### config.mk
export PLATFORM = sky130hd
export DESIGN_NAME = sram_ctrl_top
export DESIGN_NICKNAME = d
export VERILOG_FILES = /design/src/source/sram_bus_pkg.sv /design/src/source/sram_cmd_pkg.sv /design/src/source/sram_ctrl_top.sv /design/src/source/sram_cmd_seq.sv /design/src/source/crc32_engine.sv /design/src/source/sram_word_port.sv
export VERILOG_INCLUDE_DIRS = /design/src /design/src/source
export SDC_FILE = /design/constraint.sdc
export NUM_CORES = 1
export LEC_CHECK = 0
export BUFFER_PORTS_ARGS = -buffer_cell sky130_fd_sc_hd__buf_2
export CORE_ASPECT_RATIO = 1.4
export CORE_MARGIN = 3
export CORE_UTILIZATION = 50
export DETAILED_ROUTE_END_ITERATION = 6
export GPL_TIMING_DRIVEN = 0
export PLACE_DENSITY_LB_ADDON = 0.3
export SYNTH_ARGS = -nofsm -noshare
export SYNTH_HDL_FRONTEND = slang
export SYNTH_HIERARCHICAL = 1
export SYNTH_SLANG_ARGS = --single-unit
### constraint.sdc
create_clock -name clk -period 5.61 [get_ports clk]
set_input_delay 1.122 -clock clk [delete_from_list [all_inputs] [get_ports clk]]
set_output_delay 1.122 -clock clk [all_outputs]
set_load 0.01 [all_outputs]
### src/source/sram_ctrl_cfg.svh
/*
 * Build constants for the SRAM command processor.
 * Included by the packages and by any module that slices SRAM addresses
 * or needs the CRC-32 constants.
 */
`ifndef SRAM_CTRL_CFG_SVH
`define SRAM_CTRL_CFG_SVH

// ====================
// Widths
// ====================
`define DATA_W       32
`define HALF_W       16
// Halfword address, byte-address bits 18:1
`define SRAM_ADDR_W  18

// ====================
// CRC-32, reflected Ethernet form
// ====================
`define CRC32_POLY   32'hEDB88320
`define CRC32_INIT   32'hFFFFFFFF

// Command codes
`define CMD_READ_CODE   8'h01
`define CMD_WRITE_CODE  8'h02
`define CMD_CRC_CODE    8'h04

`endif
### src/source/sram_bus_pkg.sv
/*
 * Data and address types for the memory side of the controller.
 * Shared by the word port, the sequencer, the top level and the checker.
 */
`default_nettype none

`include "sram_ctrl_cfg.svh"

package sram_bus_pkg;

    // Command data word and byte address
    typedef logic [`DATA_W-1:0] word_t;
    typedef logic [`DATA_W-1:0] byte_addr_t;

    // SRAM data and halfword address
    typedef logic [`HALF_W-1:0]      half_t;
    typedef logic [`SRAM_ADDR_W-1:0] half_addr_t;

    // Byte lane strobes, bit n selects byte n
    typedef logic [`DATA_W/8-1:0] strb_t;

endpackage

`default_nettype wire

### src/source/sram_cmd_pkg.sv
/*
 * Command-side types: the command code and the sequencer state.
 * Used by the sequencer, the top level and the testbench.
 */
`default_nettype none

`include "sram_ctrl_cfg.svh"

package sram_cmd_pkg;

    // Command code, other values are legal and treated as unknown
    typedef enum logic [7:0] {
        CMD_READ  = `CMD_READ_CODE,
        CMD_WRITE = `CMD_WRITE_CODE,
        CMD_CRC   = `CMD_CRC_CODE
    } cmd_t;

    // Sequencer states
    typedef enum logic [2:0] {
        SEQ_IDLE,
        SEQ_READ,
        SEQ_WRITE,
        SEQ_RMW_READ,
        SEQ_CRC_READ,
        SEQ_CRC_END,
        SEQ_DONE
    } seq_state_t;

endpackage

`default_nettype wire

### src/source/sram_ctrl_top.sv
/*
 * SRAM command processor top level. Connects the command sequencer,
 * the halfword-pair word port and the CRC-32 register.
 */
`default_nettype none

module sram_ctrl_top
    import sram_cmd_pkg::*;
    import sram_bus_pkg::*;
(
    input  logic       clk,
    input  logic       resetn,

    // Command side
    input  logic       start,
    input  cmd_t       cmd,
    input  byte_addr_t addr_in,
    input  word_t      data_in,
    input  strb_t      wstrb,
    output logic       busy,
    output logic       done,
    output word_t      result,

    // SRAM driver side
    output logic       sram_valid,
    input  logic       sram_ready,
    output logic       sram_we,
    output half_addr_t sram_addr,
    output half_t      sram_wdata,
    input  half_t      sram_rdata
);

    // Sequencer to word port
    logic       xfer_req;
    logic       xfer_we;
    byte_addr_t xfer_addr;
    word_t      xfer_wdata;
    logic       xfer_done;
    word_t      xfer_rdata;

    // Sequencer to CRC register
    logic  crc_init;
    logic  crc_update;
    word_t crc_data;
    word_t crc_value;

    sram_cmd_seq u_seq (
        .clk        (clk),
        .resetn     (resetn),
        .start      (start),
        .cmd        (cmd),
        .addr_in    (addr_in),
        .data_in    (data_in),
        .wstrb      (wstrb),
        .busy       (busy),
        .done       (done),
        .result     (result),
        .xfer_req   (xfer_req),
        .xfer_we    (xfer_we),
        .xfer_addr  (xfer_addr),
        .xfer_wdata (xfer_wdata),
        .xfer_done  (xfer_done),
        .xfer_rdata (xfer_rdata),
        .crc_init   (crc_init),
        .crc_update (crc_update),
        .crc_data   (crc_data),
        .crc_value  (crc_value)
    );

    sram_word_port u_port (
        .clk        (clk),
        .resetn     (resetn),
        .xfer_req   (xfer_req),
        .xfer_we    (xfer_we),
        .xfer_addr  (xfer_addr),
        .xfer_wdata (xfer_wdata),
        .xfer_done  (xfer_done),
        .xfer_rdata (xfer_rdata),
        .sram_valid (sram_valid),
        .sram_ready (sram_ready),
        .sram_we    (sram_we),
        .sram_addr  (sram_addr),
        .sram_wdata (sram_wdata),
        .sram_rdata (sram_rdata)
    );

    crc32_engine u_crc (
        .clk        (clk),
        .resetn     (resetn),
        .crc_init   (crc_init),
        .crc_update (crc_update),
        .crc_data   (crc_data),
        .crc_value  (crc_value)
    );

endmodule

`default_nettype wire

### src/source/sram_cmd_seq.sv
/*
 * Command sequencer. Accepts a command on start, drives word transfers
 * through the word port and the CRC register, and ends each command
 * with a one-cycle done pulse and a new result.
 */
`default_nettype none

module sram_cmd_seq
    import sram_cmd_pkg::*;
    import sram_bus_pkg::*;
(
    input  logic       clk,
    input  logic       resetn,

    // Command side
    input  logic       start,
    input  cmd_t       cmd,
    input  byte_addr_t addr_in,
    input  word_t      data_in,
    input  strb_t      wstrb,
    output logic       busy,
    output logic       done,
    output word_t      result,

    // Word port
    output logic       xfer_req,
    output logic       xfer_we,
    output byte_addr_t xfer_addr,
    output word_t      xfer_wdata,
    input  logic       xfer_done,
    input  word_t      xfer_rdata,

    // CRC register
    output logic       crc_init,
    output logic       crc_update,
    output word_t      crc_data,
    input  word_t      crc_value
);

    seq_state_t state;

    // Latched command. cur_data holds the end address for CRC
    byte_addr_t cur_addr;
    word_t      cur_data;
    strb_t      cur_strb;

    word_t               merged;
    logic [$bits(cur_addr):0] next_addr_ext;
    logic                last_word;

    // New bytes where the strobe is set, old bytes elsewhere
    always_comb begin
        for (int i = 0; i < $bits(strb_t); i++) begin
            merged[8*i +: 8] = cur_strb[i] ? cur_data[8*i +: 8] : xfer_rdata[8*i +: 8];
        end
    end

    // Extra bit so the range check does not wrap
    assign next_addr_ext = {1'b0, cur_addr} + 4;
    assign last_word     = next_addr_ext >= {1'b0, cur_data};

    assign xfer_addr  = cur_addr;
    assign xfer_wdata = cur_data;
    assign xfer_we    = (state == SEQ_WRITE);

    // Fold each CRC word on the cycle it arrives
    assign crc_update = (state == SEQ_CRC_READ) && xfer_done;
    assign crc_data   = xfer_rdata;

    // ====================
    // Sequencer FSM
    // ====================
    always_ff @(posedge clk) begin
        if (!resetn) begin
            state    <= SEQ_IDLE;
            busy     <= 1'b0;
            done     <= 1'b0;
            xfer_req <= 1'b0;
            crc_init <= 1'b0;
            result   <= '0;
        end else begin
            done     <= 1'b0;
            xfer_req <= 1'b0;
            crc_init <= 1'b0;

            case (state)
                SEQ_IDLE: begin
                    if (start && !busy) begin
                        busy     <= 1'b1;
                        cur_addr <= addr_in;
                        cur_data <= data_in;
                        cur_strb <= wstrb;
                        case (cmd)
                            CMD_READ: begin
                                xfer_req <= 1'b1;
                                state    <= SEQ_READ;
                            end
                            CMD_WRITE: begin
                                xfer_req <= 1'b1;
                                // Partial strobes need the old word first
                                state    <= (wstrb == '1) ? SEQ_WRITE : SEQ_RMW_READ;
                            end
                            CMD_CRC: begin
                                crc_init <= 1'b1;
                                xfer_req <= 1'b1;
                                state    <= SEQ_CRC_READ;
                            end
                            default: state <= SEQ_DONE;
                        endcase
                    end
                end

                SEQ_READ: begin
                    if (xfer_done) begin
                        result <= xfer_rdata;
                        done   <= 1'b1;
                        busy   <= 1'b0;
                        state  <= SEQ_IDLE;
                    end
                end

                SEQ_RMW_READ: begin
                    if (xfer_done) begin
                        cur_data <= merged;
                        xfer_req <= 1'b1;
                        state    <= SEQ_WRITE;
                    end
                end

                SEQ_WRITE: begin
                    if (xfer_done) begin
                        result <= '0;
                        done   <= 1'b1;
                        busy   <= 1'b0;
                        state  <= SEQ_IDLE;
                    end
                end

                SEQ_CRC_READ: begin
                    if (xfer_done) begin
                        if (last_word) begin
                            state <= SEQ_CRC_END;
                        end else begin
                            cur_addr <= next_addr_ext[$bits(cur_addr)-1:0];
                            xfer_req <= 1'b1;
                        end
                    end
                end

                // Last fold has landed in crc_value
                SEQ_CRC_END: begin
                    result <= ~crc_value;
                    done   <= 1'b1;
                    busy   <= 1'b0;
                    state  <= SEQ_IDLE;
                end

                // Unknown code, result untouched
                SEQ_DONE: begin
                    done  <= 1'b1;
                    busy  <= 1'b0;
                    state <= SEQ_IDLE;
                end

                default: begin
                    busy  <= 1'b0;
                    state <= SEQ_IDLE;
                end
            endcase
        end
    end

endmodule

`default_nettype wire

### src/source/crc32_engine.sv
/*
 * Running CRC-32 register, reflected Ethernet polynomial.
 * crc_init reloads all ones; crc_update folds one 32-bit word,
 * lowest bit first, in a single cycle. Output is not inverted.
 */
`default_nettype none

`include "sram_ctrl_cfg.svh"

module crc32_engine
    import sram_bus_pkg::*;
(
    input  logic  clk,
    input  logic  resetn,
    input  logic  crc_init,
    input  logic  crc_update,
    input  word_t crc_data,
    output word_t crc_value
);

    // Bitwise fold, 32 iterations unrolled by synthesis
    function automatic word_t crc32_fold(input word_t crc, input word_t data);
        word_t c;
        c = crc;
        for (int i = 0; i < `DATA_W; i++) begin
            if (c[0] ^ data[i]) begin
                c = (c >> 1) ^ `CRC32_POLY;
            end else begin
                c = c >> 1;
            end
        end
        return c;
    endfunction

    always_ff @(posedge clk) begin
        if (!resetn) begin
            crc_value <= `CRC32_INIT;
        end else if (crc_init) begin
            crc_value <= `CRC32_INIT;
        end else if (crc_update) begin
            crc_value <= crc32_fold(crc_value, crc_data);
        end
    end

endmodule

`default_nettype wire

### src/source/sram_word_port.sv
/*
 * Runs one 32-bit transfer as two valid/ready halfword transactions,
 * low half first. Owns all SRAM handshake timing: holding during
 * back-pressure and the idle gap between the two halves.
 */
`default_nettype none

`include "sram_ctrl_cfg.svh"

module sram_word_port
    import sram_bus_pkg::*;
(
    input  logic       clk,
    input  logic       resetn,

    // Transfer request from the sequencer
    input  logic       xfer_req,
    input  logic       xfer_we,
    input  byte_addr_t xfer_addr,
    input  word_t      xfer_wdata,
    output logic       xfer_done,
    output word_t      xfer_rdata,

    // SRAM driver side
    output logic       sram_valid,
    input  logic       sram_ready,
    output logic       sram_we,
    output half_addr_t sram_addr,
    output half_t      sram_wdata,
    input  half_t      sram_rdata
);

    typedef enum logic [2:0] {
        P_IDLE,
        P_LOW,
        P_GAP,
        P_SETUP,
        P_HIGH
    } port_state_t;

    port_state_t state;

    // Upper write half waits here while the low half is out
    half_t hi_wdata;
    // Low read half, kept until the word is assembled
    half_t low_half;

    always_ff @(posedge clk) begin
        if (!resetn) begin
            state      <= P_IDLE;
            sram_valid <= 1'b0;
            sram_we    <= 1'b0;
            xfer_done  <= 1'b0;
        end else begin
            xfer_done <= 1'b0;

            case (state)
                P_IDLE: begin
                    if (xfer_req) begin
                        sram_addr  <= xfer_addr[`SRAM_ADDR_W:1];
                        sram_wdata <= xfer_wdata[`HALF_W-1:0];
                        hi_wdata   <= xfer_wdata[`DATA_W-1:`HALF_W];
                        sram_we    <= xfer_we;
                        sram_valid <= 1'b1;
                        state      <= P_LOW;
                    end
                end

                // Everything held until ready
                P_LOW: begin
                    if (sram_ready) begin
                        low_half   <= sram_rdata;
                        sram_valid <= 1'b0;
                        state      <= P_GAP;
                    end
                end

                // valid low here, move to the upper halfword
                P_GAP: begin
                    sram_addr  <= sram_addr + 1'b1;
                    sram_wdata <= hi_wdata;
                    state      <= P_SETUP;
                end

                // Second low cycle before the next valid
                P_SETUP: begin
                    sram_valid <= 1'b1;
                    state      <= P_HIGH;
                end

                P_HIGH: begin
                    if (sram_ready) begin
                        xfer_rdata <= {sram_rdata, low_half};
                        xfer_done  <= 1'b1;
                        sram_valid <= 1'b0;
                        sram_we    <= 1'b0;
                        state      <= P_IDLE;
                    end
                end

                default: begin
                    sram_valid <= 1'b0;
                    sram_we    <= 1'b0;
                    state      <= P_IDLE;
                end
            endcase
        end
    end

endmodule

`default_nettype wire

==> impl_metrics.py <==
metrics = {
    "run_status": {
        "outcome": "complete, no violations",
    },
    "synth": {
        "ys_types": 69,
        "synth_edf_count": 166,
        "synth_most_common_cell": "xnor2_1",
        "synth.avg_cell_area_um2": 11.1,
        "synthCells": 1331,
        "async_flop_share": 0,
        "ys_seq_area_frac": 0.441,
        "yosysWarnings": 6,
        "synth-main-ff-cell": "edfxtp_1",
        "synth_area_um2": 14800,
        "synth_seq_cells": 243,
        "yosysTopAreaCell": "edfxtp_1",
        "syn_nets": 1461,
        "synth.area.top_cells": "edfxtp_1, xnor2_1, dfxtp_1",
        "synth_common_cells": "xnor2_1, edfxtp_1, nand2_1, nor2_1, dfxtp_1",
        "synth_top_area_share": 0.337,
    },
    "clock_tree": {
        "clock-root-buffer": "clkbuf_16",
        "cts_buffers": 23,
        "clock_latency_ps": 530,
        "cts_repair_resize_count": 0,
        "postCtsSetupBuffers": 0,
        "cts_max_path_buffers": 3,
        "h-tree-depth": 1,
        "postCtsHoldBufs": 0,
        "cts_tree": "yes",
        "path_clk_slew_ps": 60,
        "cts.sinks": 243,
    },
    "sta": {
        "slew_violations": 0,
        "grt_setup_unrepaired": "false",
        "fin_skew_ps": 21.8,
        "max_slew.worst_pin.slew_ps": 983,
        "final.period_utilization": 0.873,
        "finalSetupViolations": 0,
        "min_period_ps": 4900,
        "slew_headroom": 0.343,
        "hold_ws_ps": 421,
        "max_freq_mhz": 204,
        "hold_viol_final": 0,
        "fin_ws_ps": 710,
    },
    "die": {
        "core_um2": 28800,
        "die-height_um": 209,
        "dieArea_um2": 31700,
        "die_w_um": 151,
        "start_util": 0.514,
        "io_pins": 166,
        "num_rows": 73,
    },
    "critical_path": {
        "worst_setup_path_end_kind": "flop",
        "ff2ff_setup_slack_ps": 710,
        "r2r-end": "u_seq/xfer_addr[30]",
        "timing.rr.start": "u_seq/xfer_addr[2]",
        "crit_path_start_kind": "flop",
        "critPathMaxFanout": 30,
        "ff2ff_path_depth": 11,
        "arrival_ps": 5030,
        "critical_path_class": "flop to flop",
        "required_ps": 5740,
    },
    "routing": {
        "vias_per_cell": 5.46,
        "totalWireLength_um": 42400,
        "num_vias": 10500,
        "drc": 0,
        "drt_first_pass_iters": 5,
        "ant_nets": 0,
        "drt-initial-drc-count": 620,
        "routedWlPerCell_um": 22.1,
    },
    "global_routing": {
        "grt_pass1_wl_um": 63300,
        "grt_util_all_layers": 0.265,
        "grt_max_degree": 35,
        "antenna_found_initial": 1,
        "grt.overflow.total": 0,
        "first_global_vias": 10600,
    },
    "place": {
        "place_congestion": 0.972,
        "dp_hpwl_um": 34300,
        "io_buffers": 165,
        "dpl-instance-area_um2": 16100,
        "pre_cts_slack_ps": 754,
    },
    "worst_hold_path": {
        "min_to": "u_port/xfer_rdata[14]",
        "hold_path_class": "flop to flop",
        "hold_start": "u_port/low_half[14]",
        "whs_path_depth": 0,
    },
    "power": {
        "irDropWorstVdd_mv": 0.182,
        "p_leak_nw": 6.90,
        "p_per_area_nw_per_um2": 249,
    },
    "run": {
        "max-cap-violations": 0,
    },
    "final_layout": {
        "design_area_um2": 16900,
        "drive_gt1_frac": 0.240,
        "syn_to_final_growth_pct": 14.3,
        "nets": 1652,
    },
}
==> layout by cell type, fill, tap and decap left out, drive strengths merged, types with 36 or more instances in the layout <==
cell type    n
buf        226
xnor2      201
edfxtp     166
nand2      150
nor2       141
dfxtp       77
a21oi       58
clkbuf      52
mux2        50
xor2        49
xnor3       49
inv         45
a211oi      39
o21ai       36
==> report_power, final <==
part           internal, mW  total, mW  switching [mW]  leakage, nW
combinational         0.208      0.536           0.328         4.38
sequential             2.01       2.07          0.0601         2.13
clock                 0.934       1.61           0.677        0.390
==> metal layers <==
metal  global-route usage  vias to the layer above  routed length, um
li1                     -                     4974                  -
met1                0.284                     5063              15000
met2                0.512                      315              23500
met3               0.0298                      106               2010
met4                0.110                        2               1950
met5                    0                        -                 13
==> state kept, by name (all words and copies together) (netlist names), 4 cells and up <==
| signal | flops |
|---|---|
| u_port/sram_wdata | 16 |
| u_seq/result | 32 |
| u_seq/xfer_wdata | 32 |
| u_seq/xfer_addr | 32 |
| u_crc/crc_value | 32 |
| u_seq/cur_strb | 4 |
| u_port/xfer_rdata | 32 |
| u_port/sram_addr | 18 |
| u_port/low_half | 16 |
| u_port/hi_wdata | 16 |
==> logic make-up after synthesis <==
family / Yosys count / share of synthesized area
and+or+nand+nor: 402 / 0.127
xor gates and xnor gates: 303 / 0.248
DFF: 243 / 0.441
AOI/OAI and AO/OA: 167 / 0.0696
adders and majority gates: 34 / 0.0288
muxes: 56 / 0.0421
buffers and inverters: 126 / 0.0430
==> area by class of cell <==
cell class	count	area, um2
diodes	2	5.00
plain buffers	82	470
multi-input cells	962	7640
well taps	375	469
clock buffers	30	664
repair buffers	166	841
inverters	44	165
flip-flops and latches	243	6530
fillers	2481	11900
clock inverters	12	121
==> through the flow <==
stage	instances	power (mW)	util	setup TNS, ps
after global routing	1914	4.37	0.587	0
after detailed placement	1872	2.64	0.560	0
final	1916	4.22	0.587	0
after global placement	1871	2.62	0.559	-10250
after floorplan	1331	2.43	-	0
after CTS	1914	4.24	0.587	0
==> critical path: stages, from the launching register on <==
cell	delay [ps]
edfxtp_1	540
ha_1	420
nand3_2	250
nor3_4	340
nand2_1	110
xnor2_1	260
ha_1	310
a2111oi_0	400
a21oi_1	140
a311oi_2	600
o221ai_1	310
nor2_4	780
==> worst max path at each step <==
stage                                   from                   to  slack, ps  cells past startpoint
after global placement    u_seq/xfer_addr[2]  u_seq/xfer_addr[28]       -350                     11
after CTS                 u_seq/xfer_addr[2]  u_seq/xfer_addr[30]        670                     11
final                     u_seq/xfer_addr[2]  u_seq/xfer_addr[30]        710                     11
after global routing      u_seq/xfer_addr[2]  u_seq/xfer_addr[30]        420                     11
after detailed placement  u_seq/xfer_addr[2]  u_seq/xfer_addr[30]        750                     11
after floorplan           u_seq/xfer_addr[2]  u_seq/xfer_addr[10]       1290                     11
No activity file was read; power rests on OpenSTA's default activity.
